<file path="src/hw/reg_bus_pkg.sv">
// Register bus package: bus widths, block select codes and per-block register offsets
package reg_bus_pkg;

   // --------------------------------------
   // Bus widths
   // --------------------------------------
   // Byte address, 1 KB register window
   localparam int REG_ADDR_W  = 10;
   localparam int REG_DATA_W  = 32;
   localparam int REG_BE_W    = REG_DATA_W / 8;

   // Address bits 9:7 pick the block
   localparam int BLK_SEL_LSB = 7;
   localparam int BLK_SEL_W   = 3;

   // Address bits 6:2 pick the word inside a block
   localparam int WORD_OFS_W  = BLK_SEL_LSB - 2;

   // Block codes, anything not listed is unmapped
   typedef enum logic [BLK_SEL_W-1:0] {
      SEL_GPIO = 3'd1,
      SEL_SEMA = 3'd4,
      SEL_D2A  = 3'd6
   } blk_sel_t;

   typedef logic [REG_DATA_W-1:0] reg_data_t;
   typedef logic [REG_BE_W-1:0]   reg_be_t;
   typedef logic [WORD_OFS_W-1:0] word_ofs_t;

   // --------------------------------------
   // Register offsets, in words
   // --------------------------------------
   // GPIO block
   localparam word_ofs_t GPIO_DIR_OFS    = 5'd0;
   localparam word_ofs_t GPIO_OUT_OFS    = 5'd1;
   // Read only, synchronized pad inputs
   localparam word_ofs_t GPIO_IN_OFS     = 5'd2;
   localparam word_ofs_t GPIO_MFS_OFS    = 5'd3;

   // Semaphore block, lock vector at 0 and semaphore n at offset n
   localparam word_ofs_t SEMA_STATUS_OFS = 5'd0;
   localparam int        SEMA_COUNT      = 15;

   // DAC mux select block
   localparam word_ofs_t D2A_SEL_OFS     = 5'd0;

endpackage

</file>
<file path="src/hw/pad_pkg.sv">
// Pad package: pad count, GPIO width, UART pad positions and DAC select types
package pad_pkg;

   // --------------------------------------
   // Digital pads
   // --------------------------------------
   localparam int PAD_COUNT    = 16;
   // One GPIO bit per pad
   localparam int GPIO_W       = 16;

   typedef logic [PAD_COUNT-1:0] pad_vec_t;

   // UART pads, used when the UART function is selected
   localparam int UART_RXD_PAD = 14;
   localparam int UART_TXD_PAD = 15;

   // Bit of the multi-function select that enables the UART
   localparam int MFS_UART_BIT = 0;

   // --------------------------------------
   // DAC mux selects
   // --------------------------------------
   localparam int DAC_SEL_W    = 8;
   localparam int DAC_COUNT    = 4;

   // Entry k is the select of DAC k, packed into one bus word
   typedef logic [DAC_COUNT-1:0][DAC_SEL_W-1:0] dac_sel_arr_t;

endpackage

</file>
<file path="src/hw/reg_blk_decode.sv">
// Register block decoder: block chip selects, latched block code and response mux
`timescale 1ns/10ps

module reg_blk_decode (
   input  logic                                mclk,
   input  logic                                s_reset_ssn,
   input  logic                                reg_cs_i,
   input  logic [reg_bus_pkg::REG_ADDR_W-1:0]  reg_addr_i,
   input  reg_bus_pkg::reg_data_t              gpio_rdata_i,
   input  logic                                gpio_ack_i,
   input  reg_bus_pkg::reg_data_t              sema_rdata_i,
   input  logic                                sema_ack_i,
   input  reg_bus_pkg::reg_data_t              d2a_rdata_i,
   input  logic                                d2a_ack_i,
   output logic                                gpio_cs_o,
   output logic                                sema_cs_o,
   output logic                                d2a_cs_o,
   output reg_bus_pkg::reg_data_t              reg_rdata_o,
   output logic                                reg_ack_o
);

   import reg_bus_pkg::*;

   blk_sel_t  blk_code;
   blk_sel_t  blk_sel_q;
   logic      blk_mapped;
   logic      unmap_ack_q;

   // Block field of the current address
   assign blk_code   = blk_sel_t'(reg_addr_i[BLK_SEL_LSB +: BLK_SEL_W]);
   assign blk_mapped = (blk_code == SEL_GPIO) | (blk_code == SEL_SEMA) | (blk_code == SEL_D2A);

   // One chip select per block
   assign gpio_cs_o  = reg_cs_i & (blk_code == SEL_GPIO);
   assign sema_cs_o  = reg_cs_i & (blk_code == SEL_SEMA);
   assign d2a_cs_o   = reg_cs_i & (blk_code == SEL_D2A);

   // Block code held for the response cycle, plus own ack for holes in the map
   always_ff @(posedge mclk or negedge s_reset_ssn) begin
      if (!s_reset_ssn) begin
         blk_sel_q   <= blk_sel_t'('0);
         unmap_ack_q <= 1'b0;
      end else begin
         if (reg_cs_i) begin
            blk_sel_q <= blk_code;
         end
         // Single pulse, ignores cs during its own ack cycle
         unmap_ack_q <= reg_cs_i & ~blk_mapped & ~unmap_ack_q;
      end
   end

   // --------------------------------------
   // Response mux
   // --------------------------------------
   always_comb begin
      case (blk_sel_q)
         SEL_GPIO: begin
            reg_rdata_o = gpio_rdata_i;
            reg_ack_o   = gpio_ack_i;
         end
         SEL_SEMA: begin
            reg_rdata_o = sema_rdata_i;
            reg_ack_o   = sema_ack_i;
         end
         SEL_D2A: begin
            reg_rdata_o = d2a_rdata_i;
            reg_ack_o   = d2a_ack_i;
         end
         // Unmapped, zero data
         default: begin
            reg_rdata_o = '0;
            reg_ack_o   = unmap_ack_q;
         end
      endcase
   end

   a_one_cs : assert property (@(posedge mclk) disable iff (!s_reset_ssn)
      $onehot0({gpio_cs_o, sema_cs_o, d2a_cs_o}))
      else $error("more than one block chip select active");

   a_ack_pulse : assert property (@(posedge mclk) disable iff (!s_reset_ssn)
      reg_ack_o |=> !reg_ack_o)
      else $error("reg_ack_o high for two cycles");

endmodule

</file>
<file path="src/hw/gpio_reg.sv">
// GPIO register block: direction, output, synchronized input and multi-function select
`timescale 1ns/10ps

module gpio_reg (
   input  logic                     mclk,
   input  logic                     s_reset_ssn,
   input  logic                     reg_cs_i,
   input  logic                     reg_wr_i,
   input  reg_bus_pkg::word_ofs_t   reg_ofs_i,
   input  reg_bus_pkg::reg_data_t   reg_wdata_i,
   input  reg_bus_pkg::reg_be_t     reg_be_i,
   input  pad_pkg::pad_vec_t        pad_gpio_in_i,
   output reg_bus_pkg::reg_data_t   reg_rdata_o,
   output logic                     reg_ack_o,
   output pad_pkg::pad_vec_t        cfg_gpio_dir_sel_o,
   output pad_pkg::pad_vec_t        gpio_out_o,
   output pad_pkg::pad_vec_t        cfg_multi_func_sel_o
);

   import reg_bus_pkg::*;
   import pad_pkg::*;

   // Byte lanes covered by a GPIO word
   localparam int GPIO_BYTES = GPIO_W / 8;

   logic [GPIO_W-1:0]  dir_q;
   logic [GPIO_W-1:0]  out_q;
   logic [GPIO_W-1:0]  mfs_q;
   // Pad input synchronizer
   logic [GPIO_W-1:0]  sync1_q;
   logic [GPIO_W-1:0]  sync2_q;
   logic               ack_q;
   logic               acc_en;
   logic               wr_en;
   logic               rd_en;
   reg_data_t          rd_word;
   reg_data_t          rdata_q;

   // Accept cs only outside our own ack cycle
   assign acc_en = reg_cs_i & ~ack_q;
   assign wr_en  = acc_en & reg_wr_i;
   assign rd_en  = acc_en & ~reg_wr_i;

   // --------------------------------------
   // Writable registers
   // --------------------------------------
   always_ff @(posedge mclk or negedge s_reset_ssn) begin
      if (!s_reset_ssn) begin
         dir_q <= '0;
         out_q <= '0;
         mfs_q <= '0;
      end else if (wr_en) begin
         for (int b = 0; b < GPIO_BYTES; b++) begin
            if (reg_be_i[b]) begin
               case (reg_ofs_i)
                  GPIO_DIR_OFS: dir_q[8*b +: 8] <= reg_wdata_i[8*b +: 8];
                  GPIO_OUT_OFS: out_q[8*b +: 8] <= reg_wdata_i[8*b +: 8];
                  GPIO_MFS_OFS: mfs_q[8*b +: 8] <= reg_wdata_i[8*b +: 8];
                  // GPIO_IN and holes ignore writes
                  default: ;
               endcase
            end
         end
      end
   end

   // Two flops on the pad side
   always_ff @(posedge mclk) begin
      sync1_q <= pad_gpio_in_i;
      sync2_q <= sync1_q;
   end

   // Readback word, zero extended
   always_comb begin
      rd_word = '0;
      case (reg_ofs_i)
         GPIO_DIR_OFS: rd_word[GPIO_W-1:0] = dir_q;
         GPIO_OUT_OFS: rd_word[GPIO_W-1:0] = out_q;
         GPIO_IN_OFS:  rd_word[GPIO_W-1:0] = sync2_q;
         GPIO_MFS_OFS: rd_word[GPIO_W-1:0] = mfs_q;
         default:      rd_word = '0;
      endcase
   end

   // Ack and read data leave together
   always_ff @(posedge mclk or negedge s_reset_ssn) begin
      if (!s_reset_ssn) begin
         ack_q <= 1'b0;
      end else begin
         ack_q <= acc_en;
      end
   end

   always_ff @(posedge mclk) begin
      if (rd_en) begin
         rdata_q <= rd_word;
      end
   end

   assign reg_rdata_o          = rdata_q;
   assign reg_ack_o            = ack_q;
   assign cfg_gpio_dir_sel_o   = dir_q;
   assign gpio_out_o           = out_q;
   assign cfg_multi_func_sel_o = mfs_q;

   // Ack one cycle after cs, then cs released
   a_gpio_ack : assert property (@(posedge mclk) disable iff (!s_reset_ssn)
      $rose(reg_cs_i) |=> reg_ack_o ##1 !reg_cs_i)
      else $error("GPIO access not closed by a one-cycle ack");

endmodule

</file>
<file path="src/hw/pad_mux.sv">
// Pad multiplexer: routes GPIO bits and the UART onto the digital pads
`timescale 1ns/10ps

module pad_mux (
   input  pad_pkg::pad_vec_t  cfg_gpio_dir_sel_i,
   input  pad_pkg::pad_vec_t  gpio_out_i,
   input  pad_pkg::pad_vec_t  cfg_multi_func_sel_i,
   input  logic               uart_txd_i,
   input  pad_pkg::pad_vec_t  digital_io_in_i,
   output pad_pkg::pad_vec_t  digital_io_out_o,
   output pad_pkg::pad_vec_t  digital_io_oen_o,
   output pad_pkg::pad_vec_t  pad_gpio_in_o,
   output logic               uart_rxd_o
);

   import pad_pkg::*;

   logic uart_en;

   assign uart_en = cfg_multi_func_sel_i[MFS_UART_BIT];

   // --------------------------------------
   // Pad output side
   // --------------------------------------
   always_comb begin
      // GPIO default, oen low only where direction is output
      digital_io_out_o = gpio_out_i;
      digital_io_oen_o = ~cfg_gpio_dir_sel_i;

      if (uart_en) begin
         // TXD pad driven by the UART
         digital_io_out_o[UART_TXD_PAD] = uart_txd_i;
         digital_io_oen_o[UART_TXD_PAD] = 1'b0;
         // RXD pad held as input, whatever the GPIO direction says
         digital_io_out_o[UART_RXD_PAD] = 1'b0;
         digital_io_oen_o[UART_RXD_PAD] = 1'b1;
      end
   end

   // Pad inputs always reach the GPIO synchronizer
   assign pad_gpio_in_o = digital_io_in_i;

   // Idle line level when the UART is not on its pads
   assign uart_rxd_o = uart_en ? digital_io_in_i[UART_RXD_PAD] : 1'b1;

endmodule

</file>
<file path="src/hw/semaphore_reg.sv">
// Hardware semaphore block: fifteen locks taken by read and freed by write
`timescale 1ns/10ps

module semaphore_reg (
   input  logic                     mclk,
   input  logic                     s_reset_ssn,
   input  logic                     reg_cs_i,
   input  logic                     reg_wr_i,
   input  reg_bus_pkg::word_ofs_t   reg_ofs_i,
   input  reg_bus_pkg::reg_data_t   reg_wdata_i,
   output reg_bus_pkg::reg_data_t   reg_rdata_o,
   output logic                     reg_ack_o
);

   import reg_bus_pkg::*;

   // Lock n lives at bit n, bit 0 does not exist
   logic [SEMA_COUNT:1]  lock_q;
   logic                 ack_q;
   logic                 acc_en;
   logic                 rd_en;
   logic                 sema_hit;
   reg_data_t            rd_word;
   reg_data_t            rdata_q;

   assign acc_en   = reg_cs_i & ~ack_q;
   assign rd_en    = acc_en & ~reg_wr_i;
   // Offsets 1 to SEMA_COUNT address a semaphore
   assign sema_hit = (reg_ofs_i != SEMA_STATUS_OFS) && (reg_ofs_i <= SEMA_COUNT);

   // --------------------------------------
   // Lock bits
   // --------------------------------------
   always_ff @(posedge mclk or negedge s_reset_ssn) begin
      if (!s_reset_ssn) begin
         lock_q <= '0;
      end else if (acc_en && sema_hit) begin
         if (reg_wr_i) begin
            // Release only with data bit 0 set
            if (reg_wdata_i[0]) begin
               lock_q[reg_ofs_i] <= 1'b0;
            end
         end else begin
            // Read always leaves the lock taken
            lock_q[reg_ofs_i] <= 1'b1;
         end
      end
   end

   // Status vector or acquire result
   always_comb begin
      rd_word = '0;
      if (reg_ofs_i == SEMA_STATUS_OFS) begin
         rd_word[SEMA_COUNT:1] = lock_q;
      end else if (sema_hit) begin
         // 1 means the caller got the lock
         rd_word[0] = ~lock_q[reg_ofs_i];
      end
   end

   always_ff @(posedge mclk or negedge s_reset_ssn) begin
      if (!s_reset_ssn) begin
         ack_q <= 1'b0;
      end else begin
         ack_q <= acc_en;
      end
   end

   // Sampled before the lock update of the same edge
   always_ff @(posedge mclk) begin
      if (rd_en) begin
         rdata_q <= rd_word;
      end
   end

   assign reg_rdata_o = rdata_q;
   assign reg_ack_o   = ack_q;

   // Ack one cycle after cs, then cs released
   a_sema_ack : assert property (@(posedge mclk) disable iff (!s_reset_ssn)
      $rose(reg_cs_i) |=> reg_ack_o ##1 !reg_cs_i)
      else $error("semaphore access not closed by a one-cycle ack");

endmodule

</file>
<file path="src/hw/dig2ana_reg.sv">
// DAC mux select block: one byte-writable word holding four DAC selects
`timescale 1ns/10ps

module dig2ana_reg (
   input  logic                     mclk,
   input  logic                     s_reset_ssn,
   input  logic                     reg_cs_i,
   input  logic                     reg_wr_i,
   input  reg_bus_pkg::word_ofs_t   reg_ofs_i,
   input  reg_bus_pkg::reg_data_t   reg_wdata_i,
   input  reg_bus_pkg::reg_be_t     reg_be_i,
   output reg_bus_pkg::reg_data_t   reg_rdata_o,
   output logic                     reg_ack_o,
   output pad_pkg::dac_sel_arr_t    cfg_dac_mux_sel_o
);

   import reg_bus_pkg::*;
   import pad_pkg::*;

   dac_sel_arr_t  sel_q;
   logic          ack_q;
   logic          acc_en;
   logic          sel_hit;
   reg_data_t     rdata_q;

   assign acc_en  = reg_cs_i & ~ack_q;
   assign sel_hit = (reg_ofs_i == D2A_SEL_OFS);

   // Byte k of the word is the select of DAC k
   always_ff @(posedge mclk or negedge s_reset_ssn) begin
      if (!s_reset_ssn) begin
         sel_q <= '0;
         ack_q <= 1'b0;
      end else begin
         ack_q <= acc_en;
         if (acc_en && reg_wr_i && sel_hit) begin
            for (int k = 0; k < DAC_COUNT; k++) begin
               if (reg_be_i[k]) begin
                  sel_q[k] <= reg_wdata_i[k*DAC_SEL_W +: DAC_SEL_W];
               end
            end
         end
      end
   end

   // Readback, other offsets zero
   always_ff @(posedge mclk) begin
      if (acc_en && !reg_wr_i) begin
         rdata_q <= sel_hit ? reg_data_t'(sel_q) : '0;
      end
   end

   assign reg_rdata_o       = rdata_q;
   assign reg_ack_o         = ack_q;
   assign cfg_dac_mux_sel_o = sel_q;

   // Ack one cycle after cs, then cs released
   a_d2a_ack : assert property (@(posedge mclk) disable iff (!s_reset_ssn)
      $rose(reg_cs_i) |=> reg_ack_o ##1 !reg_cs_i)
      else $error("DAC select access not closed by a one-cycle ack");

endmodule

</file>
<file path="src/hw/pinmux_top.sv">
// Pinmux top: register block decoder, GPIO, semaphore and DAC select blocks, pad mux
`timescale 1ns/10ps

module pinmux_top (
   input  logic                                 mclk,
   input  logic                                 s_reset_ssn,
   // Register bus
   input  logic                                 reg_cs_i,
   input  logic                                 reg_wr_i,
   input  logic [reg_bus_pkg::REG_ADDR_W-1:0]   reg_addr_i,
   input  reg_bus_pkg::reg_data_t               reg_wdata_i,
   input  reg_bus_pkg::reg_be_t                 reg_be_i,
   output reg_bus_pkg::reg_data_t               reg_rdata_o,
   output logic                                 reg_ack_o,
   // Digital pads
   input  pad_pkg::pad_vec_t                    digital_io_in_i,
   output pad_pkg::pad_vec_t                    digital_io_out_o,
   output pad_pkg::pad_vec_t                    digital_io_oen_o,
   // UART
   input  logic                                 uart_txd_i,
   output logic                                 uart_rxd_o,
   // DAC mux selects
   output pad_pkg::dac_sel_arr_t                cfg_dac_mux_sel_o
);

   import reg_bus_pkg::*;
   import pad_pkg::*;

   // Block chip selects and responses
   logic       gpio_cs;
   logic       sema_cs;
   logic       d2a_cs;
   reg_data_t  gpio_rdata;
   reg_data_t  sema_rdata;
   reg_data_t  d2a_rdata;
   logic       gpio_ack;
   logic       sema_ack;
   logic       d2a_ack;

   // Word offset shared by all blocks
   word_ofs_t  reg_ofs;

   // GPIO to pad mux
   pad_vec_t   cfg_gpio_dir_sel;
   pad_vec_t   gpio_out;
   pad_vec_t   cfg_multi_func_sel;
   pad_vec_t   pad_gpio_in;

   assign reg_ofs = reg_addr_i[2 +: WORD_OFS_W];

   // --------------------------------------
   // Block decoder
   // --------------------------------------
   reg_blk_decode u_decode (
      .mclk          (mclk),
      .s_reset_ssn   (s_reset_ssn),
      .reg_cs_i      (reg_cs_i),
      .reg_addr_i    (reg_addr_i),
      .gpio_rdata_i  (gpio_rdata),
      .gpio_ack_i    (gpio_ack),
      .sema_rdata_i  (sema_rdata),
      .sema_ack_i    (sema_ack),
      .d2a_rdata_i   (d2a_rdata),
      .d2a_ack_i     (d2a_ack),
      .gpio_cs_o     (gpio_cs),
      .sema_cs_o     (sema_cs),
      .d2a_cs_o      (d2a_cs),
      .reg_rdata_o   (reg_rdata_o),
      .reg_ack_o     (reg_ack_o)
   );

   // --------------------------------------
   // Register blocks
   // --------------------------------------
   gpio_reg u_gpio (
      .mclk                  (mclk),
      .s_reset_ssn           (s_reset_ssn),
      .reg_cs_i              (gpio_cs),
      .reg_wr_i              (reg_wr_i),
      .reg_ofs_i             (reg_ofs),
      .reg_wdata_i           (reg_wdata_i),
      .reg_be_i              (reg_be_i),
      .pad_gpio_in_i         (pad_gpio_in),
      .reg_rdata_o           (gpio_rdata),
      .reg_ack_o             (gpio_ack),
      .cfg_gpio_dir_sel_o    (cfg_gpio_dir_sel),
      .gpio_out_o            (gpio_out),
      .cfg_multi_func_sel_o  (cfg_multi_func_sel)
   );

   semaphore_reg u_sema (
      .mclk         (mclk),
      .s_reset_ssn  (s_reset_ssn),
      .reg_cs_i     (sema_cs),
      .reg_wr_i     (reg_wr_i),
      .reg_ofs_i    (reg_ofs),
      .reg_wdata_i  (reg_wdata_i),
      .reg_rdata_o  (sema_rdata),
      .reg_ack_o    (sema_ack)
   );

   dig2ana_reg u_d2a (
      .mclk               (mclk),
      .s_reset_ssn        (s_reset_ssn),
      .reg_cs_i           (d2a_cs),
      .reg_wr_i           (reg_wr_i),
      .reg_ofs_i          (reg_ofs),
      .reg_wdata_i        (reg_wdata_i),
      .reg_be_i           (reg_be_i),
      .reg_rdata_o        (d2a_rdata),
      .reg_ack_o          (d2a_ack),
      .cfg_dac_mux_sel_o  (cfg_dac_mux_sel_o)
   );

   // Pad multiplexer, combinational
   pad_mux u_pad_mux (
      .cfg_gpio_dir_sel_i    (cfg_gpio_dir_sel),
      .gpio_out_i            (gpio_out),
      .cfg_multi_func_sel_i  (cfg_multi_func_sel),
      .uart_txd_i            (uart_txd_i),
      .digital_io_in_i       (digital_io_in_i),
      .digital_io_out_o      (digital_io_out_o),
      .digital_io_oen_o      (digital_io_oen_o),
      .pad_gpio_in_o         (pad_gpio_in),
      .uart_rxd_o            (uart_rxd_o)
   );

endmodule

</file>
<file path="config.mk">
export PLATFORM = sky130hd
export DESIGN_NAME = pinmux_top
export DESIGN_NICKNAME = d
export VERILOG_FILES = /design/src/hw/reg_bus_pkg.sv /design/src/hw/pad_pkg.sv /design/src/hw/reg_blk_decode.sv /design/src/hw/gpio_reg.sv /design/src/hw/pad_mux.sv /design/src/hw/semaphore_reg.sv /design/src/hw/dig2ana_reg.sv /design/src/hw/pinmux_top.sv
export SDC_FILE = /design/constraint.sdc
export NUM_CORES = 1
export LEC_CHECK = 0
export ABC_AREA = 1
export BUFFER_PORTS_ARGS = -buffer_cell sky130_fd_sc_hd__clkbuf_2
export CAP_MARGIN = 15
export CORE_MARGIN = 2
export CORE_UTILIZATION = 30
export DETAILED_ROUTE_END_ITERATION = 16
export GPL_ROUTABILITY_DRIVEN = 0
export SETUP_SLACK_MARGIN = 0.1
export SYNTH_ARGS = -nofsm -noshare
export SYNTH_HDL_FRONTEND = slang
export SYNTH_SLANG_ARGS = --single-unit
</file>
<file path="constraint.sdc">
create_clock -name mclk -period 6.64 [get_ports mclk]
set_input_delay 1.992 -clock mclk [delete_from_list [all_inputs] [get_ports mclk]]
set_output_delay 1.992 -clock mclk [all_outputs]
set_load 0.01 [all_outputs]
</file>
After elaboration in Yosys (flattened, before gate mapping)
Index checks and enable logic that the tools add are counted.
{"block": "word_totals", "word_cells": 93, "out_inout_bits": 98, "input_bits": 67, "reg_bits": 198}
{"block": "classes", "order_cmp": 3, "bitwise": 25, "muxes": 12, "reduce_logical": 21, "n_eq_ne": 10}
{"op": "$pmux 32 s3", "n": 1}
{"op": "$pmux 16 s4", "n": 1}
{"op": "$mux 15", "n": 2}
{"op": "$reduce_and 3->1", "n": 6}
{"op": "$not 16->16", "n": 1}
{"op": "$and 15x15->15", "n": 1}
{"op": "$not 15->15", "n": 1}
{"op": "$or 15x15->15", "n": 1}
{"op": "$eq 3x3->1 const B", "n": 4}
{"op": "$and 1x1->1", "n": 11}
{"op": "$eq 5x2->1 const B", "n": 2}
{"op": "$reduce_and 2->1", "n": 5}
{"op": "$not 1->1", "n": 8}
{"op": "$eq 3x1->1 const B", "n": 2}
{"op": "$logic_and 1x1->1", "n": 6}
{"op": "$eq 5x1->1 const B", "n": 1}
{"op": "$ge 5x1->1 const B", "n": 1}
{"op": "$le 5x4->1 const B", "n": 1}
{"op": "$logic_not 5->1", "n": 1}
{"op": "$lt 5x5->1 const B", "n": 1}
{"op": "$reduce_bool 5->1", "n": 1}
{"op": "$bmux 1 s4", "n": 1}
{"op": "$demux 1 s4", "n": 1}
{"op": "$mux 2", "n": 2}
{"op": "other kinds (6)", "n": 9}

Longest topological paths before layout
{"block": "depth", "depth_word": 8, "depth_mapped": 10, "depth_no_buf": 9}

Hierarchy
Synthesis repeated with hierarchy kept, for this count alone.
{"block": "unflattened", "cells_unflattened": 1174, "area_unflattened_um2": 10022.1}
{"mod": "gpio_reg", "instances": 1, "cells_per_inst": 458, "area_per_inst_um2": 4100.2, "seq_area_each_um2": 2347.3}
{"mod": "dig2ana_reg", "instances": 1, "cells_per_inst": 256, "area_per_inst_um2": 2760.1, "seq_area_each_um2": 1786.7}
{"mod": "semaphore_reg", "instances": 1, "cells_per_inst": 233, "area_per_inst_um2": 1779.2, "seq_area_each_um2": 880.8}
{"mod": "reg_blk_decode", "instances": 1, "cells_per_inst": 173, "area_per_inst_um2": 1067.3, "seq_area_each_um2": 100.1}
{"mod": "pad_mux", "instances": 1, "cells_per_inst": 54, "area_per_inst_um2": 315.3, "seq_area_each_um2": 0.0}

Least setup slack after synthesis
Ideal clock, no wire load.
{"block": "synth_timing", "path_type": "input port to flip-flop", "from": "input port reg_addr_i[7] (netlist bit)", "to": "register u_d2a.rdata_q[0], in the netlist u_d2a.reg_rdata_o[0] (enable)", "path_slack_ps": 875, "path_buffers": 0, "arrival_ps": 5264, "t_required_ps": 6138, "setup_time_ps": 502, "stages": 3, "path_cell_list": "inv_1 nand3_1 nor4_1"}
{"block": "synth_via", "elab_chain_cells": 4}
{"item": "start, declared", "line": "pinmux_top.sv:10", "rtl": "input logic [reg_bus_pkg::REG_ADDR_W-1:0] reg_addr_i,"}
{"item": "$eq 3x3->1", "line": "reg_blk_decode.sv:36", "rtl": "assign d2a_cs_o = reg_cs_i & (blk_code == SEL_D2A);"}
{"item": "$and 1x1->1", "line": "reg_blk_decode.sv:36"}
{"item": "$and 1x1->1", "line": "dig2ana_reg.sv:26", "rtl": "assign acc_en = reg_cs_i & ~ack_q;"}
{"item": "$logic_and 1x1->1", "line": "dig2ana_reg.sv:48", "rtl": "if (acc_en && !reg_wr_i) begin"}
{"item": "end signal, assigned", "line": "dig2ana_reg.sv:49", "rtl": "rdata_q <= sel_hit ? reg_data_t'(sel_q) : '0;"}
{"item": "end, declared", "line": "dig2ana_reg.sv:24", "rtl": "reg_data_t rdata_q;"}
No other way between the ends.
A chain may end at the register's enable or synchronous reset.

Worst setup path after layout
{"block": "layout_timing", "from": "register u_decode.blk_sel_q[0]", "to": "output port reg_rdata_o[7]"}
{"block": "layout_via", "elab_chain_cells": 2, "word_cells_on_any_way": 4, "cone_classes": "eq/ne (3); mux (1)"}
{"item": "start, declared", "line": "reg_blk_decode.sv:25", "rtl": "blk_sel_t blk_sel_q;"}
{"item": "start signal, assigned", "line": "reg_blk_decode.sv:41", "rtl": "blk_sel_q <= blk_sel_t'('0);"}
{"item": "start signal, assigned", "line": "reg_blk_decode.sv:45", "rtl": "blk_sel_q <= blk_code;"}
{"item": "$eq 3x3->1 or $eq 3x1->1 (tied branches)", "line": "reg_blk_decode.sv:56", "rtl": "case (blk_sel_q)"}
{"item": "$pmux 32 s3 *", "line": "reg_blk_decode.sv:56"}
{"item": "end, declared", "line": "pinmux_top.sv:13", "rtl": "output reg_bus_pkg::reg_data_t reg_rdata_o,"}
Every way passes the cells marked *; elsewhere a longest branch is shown, timed or not.

==> impl_results.md <==
* Max Cap Viol at 0
* Final hold slack at between 300 and 400 ps
* Busiest grt layer: met2
* Area grow syn2layout at 19.30%
* Final Hold Vio Count at 0
* Final Cycle Share at 71.21%
* Hpwl dp at 15,050 um
* DR iter-0 viols at 355
* First-pass GRT wire length at between 30,000 and 40,000 um
* Grt met2 use at between 20 and 25%
* Sw Share at 24.97%
* CTS buffer count at 17
* Clock Pin Slew Worst Setup and Hold Paths at 70 ps
* Setup crit end kind: output port
* Share of power burned in registers at 51.5%
* FP Rows at 61
* Full die area at 29,760 um2
* Register bit total from synthesis at between 150 and 200
* Fmax at 211.5 MHz
* Synthesized area per cell at 9.402 um2
* Worst Path Max Fanout at 17
* Clock skew at about 9.5 ps
* Clock network power share at 42.0%
* Post-synth net total at 973
* Highest-count cells in the layout ignoring fill and taps: nand2_1 (259), clkbuf_2 (161), inv_1 (130)
* Synth top area cells: dfrtp_1 (30%), edfxtp_1 (23%), nand2_1 (11%)
* Distinct cells, synth at 33
* Worst endpoint required time at 4650 ps
* Hold Path Depth at 0
* Initial Util at between 30 and 40%
* Vias per cell at 4.329
* R2R Path End: u_gpio.gpio_out_o[10]
* Synth top area share at 29.96%
* LEAKAGE at 4.568 nW
* Latest clock arrival within the worst-skew pair at 430 ps
* Gr usage total at 14.82%
* Post-CTS Setup Repair Bufs at 0
* Cell Int Power at 1.878 mW
* Largest net degree at the start of global routing at 61
* Root buffer cell: clkbuf_16
* PwrDens at 246.3 nW/um2
* Post-route ant nets at 0
* DRT Pass-1 Iters at 5
* Die height at 172.5 um
* Warnings, synthesis at 0
* Nets at 1,117
* H-tree Lvls at 4
* I/O pin count at 165
* Met1 usage at between 20% and 30%
* Slew headroom at 30.32%
* Total Neg Setup Slack at 0 ps
* Crit path kind: reg -> out
* Final WS setup at about 1900 ps
* Routed WL per cell at between 10 and 15 um
* Clock Sinks at 198
* RSZ-0062 raised after global routing: false
* Number of global-route vias before repair at 6,112
* Maximum vdd drop at ~140 uV
* Syn Inst Count at 906
* Setup violations, final at 0
* Worst-case reg-to-reg path depth at 6
* Hold path endpoint: u_gpio.sync2_q[4]
* Fillers at between 2,000 and 3,000
* Core area at 27,860 um2
* Global-route met3 utilization at 3.647%
* R2R Setup Slk at 4790 ps
* Hold Path Origin: u_gpio.sync1_q[4]
* Status: finished, final reports clean
* Die X-Extent at 172.5 um
* Share of layout cells above drive strength 1 at 24.93%
* Initial antenna violation count at 0
* Worst EP arrival at 2740 ps
* Combinational share of power at between 6 and 7%
* GRT overflow at 0
* Post-Place Setup Slack at 2162 ps
* Final min period at approximately 4700 ps
* Vias at around 6,200
* Switching Power at 625.1 uW
* Final Slew Violations at 0
* Clock Tree Buf Depth at 2
* Sequential-to-total area share from yosys stat at 60.05%
* Yosys top cell by area: dfrtp_1
* Antenna diode count at 0
* Mapped Area at 8518 um2
* Worst r2r src: u_gpio.reg_ack_o
* Port bufs at about 160
* Cts repair resizes at 0
* Worst min-delay path category: reg -> reg
* Final WL at between 20,000 and 25,000 um
* Startpoint types: flop
* Commonest non-fill, non-tap cell in the layout: nand2_1
* CTS tree: built
* # hold bufs at CTS at 0
* Worst-margin pin slew at 1044 ps
* DRC errors left at 0
-- state kept, by name, summed over array words and instances (netlist names), named ones only --
register	flops
u_d2a.cfg_dac_mux_sel_o	32
u_d2a.reg_rdata_o	32
u_gpio.cfg_gpio_dir_sel_o	16
u_gpio.cfg_multi_func_sel_o	16
u_gpio.gpio_out_o	16
u_gpio.reg_rdata_o	16
u_gpio.sync1_q	16
u_gpio.sync2_q	16
u_sema.reg_rdata_o	16
u_decode.blk_sel_q	3
u_d2a.reg_ack_o	1
u_decode.unmap_ack_q	1
u_gpio.reg_ack_o	1
u_sema.reg_ack_o	1
-- critical path, cell delays in order, from the launching register on --
cell and delay, ps:
dfrtp_1 370, inv_1 80, nand3_1 510, clkinv_1 730, nand2_1 200, nand3_1 210, clkbuf_2 190
-- power by group through the flow --
stage / clock network, mW / registers [mW] / logic, mW
floorplan: 0 / 1.31 / 0.0822
global placement: 0 / 1.31 / 0.167
detailed placement: 0 / 1.31 / 0.169
CTS: 1.08 / 1.29 / 0.170
global route: 1.13 / 1.29 / 0.186
finish: 1.05 / 1.29 / 0.165
-- metrics by stage --
| stage | power, mW | area, um2 | util [%] | std cells |
|---|---|---|---|---|
| global route | 2.604 | 10160 | 36.48 | 1441 |
| detailed placement | 1.483 | 9567 | 34.34 | 1409 |
| global placement | 1.481 | 9567 | 34.34 | 1409 |
| CTS | 2.537 | 10160 | 36.48 | 1441 |
| finish | 2.503 | 10160 | 36.48 | 1441 |
| floorplan | 1.395 | 8518 | - | 906 |
-- metal layers --
layer | wire length [um] | part of all wire [%]
met1 | 10310 | 48
met2 | 9631 | 45
met3 | 1101 | 5.2
met4 | 290 | 1.4
met5 | 0 | 0
-- area by class of cell --
type | count | area (um2) | area share [%]
clock buffer | 22 | 495.5 | 4.876
multi-input combinational | 525 | 2579 | 25.38
clock inverter | 10 | 100.1 | 0.9850
inverter | 137 | 519.2 | 5.110
tap | 378 | 473.0 | 4.654
sequential | 198 | 5115 | 50.33
timing repair buffer | 171 | 880.8 | 8.668
-- worst max path at each step --
stage / from / endpoint / slack [ps] / cells past startpoint
finish: u_decode.blk_sel_q[0] / reg_rdata_o[7] / 1910 / 6
global route: u_decode.blk_sel_q[0] / reg_rdata_o[15] / 1610 / 6
CTS: u_decode.blk_sel_q[0] / reg_rdata_o[15] / 1760 / 6
detailed placement: digital_io_in_i[14] / uart_rxd_o / 2160 / 3
global placement: digital_io_in_i[14] / uart_rxd_o / 2160 / 3
floorplan: reg_addr_i[7] / u_d2a.reg_rdata_o[0] / 870 / 3
-- cells by family (layout without fill, tap and decap cells) --
logic type / after synthesis / after routing / share of synthesized area [%]
flops: 198 / 198 / 60.05
simple gates: 424 / 424 / 21.96
compound gates: 101 / 101 / 8.182
buf+inv: 183 / 340 / 9.812
-- synth_stat cells --
cell type,n
nor2_2,3
nand3b_1,1
clkinv_1,1
buf_6,10
dfrtp_1,102
a2111oi_0,1
buf_2,10
nand3_1,38
or2_2,1
o22ai_1,1
nand4_1,18
nor3_4,2
o2111ai_1,14
nor3_1,2
o21ai_2,35
buf_4,15
o211ai_1,1
edfxtp_1,64
inv_1,130
nand3_4,7
buf_1,3
inv_6,1
a21oi_1,2
nand2_1,259
o21ai_0,10
dfxtp_1,32
inv_2,5
nand3_2,5
nor2_1,85
clkbuf_1,8
nor4_1,1
o21ai_1,37
nor2_4,2
Note: power is estimated with default switching activity, not from simulation.
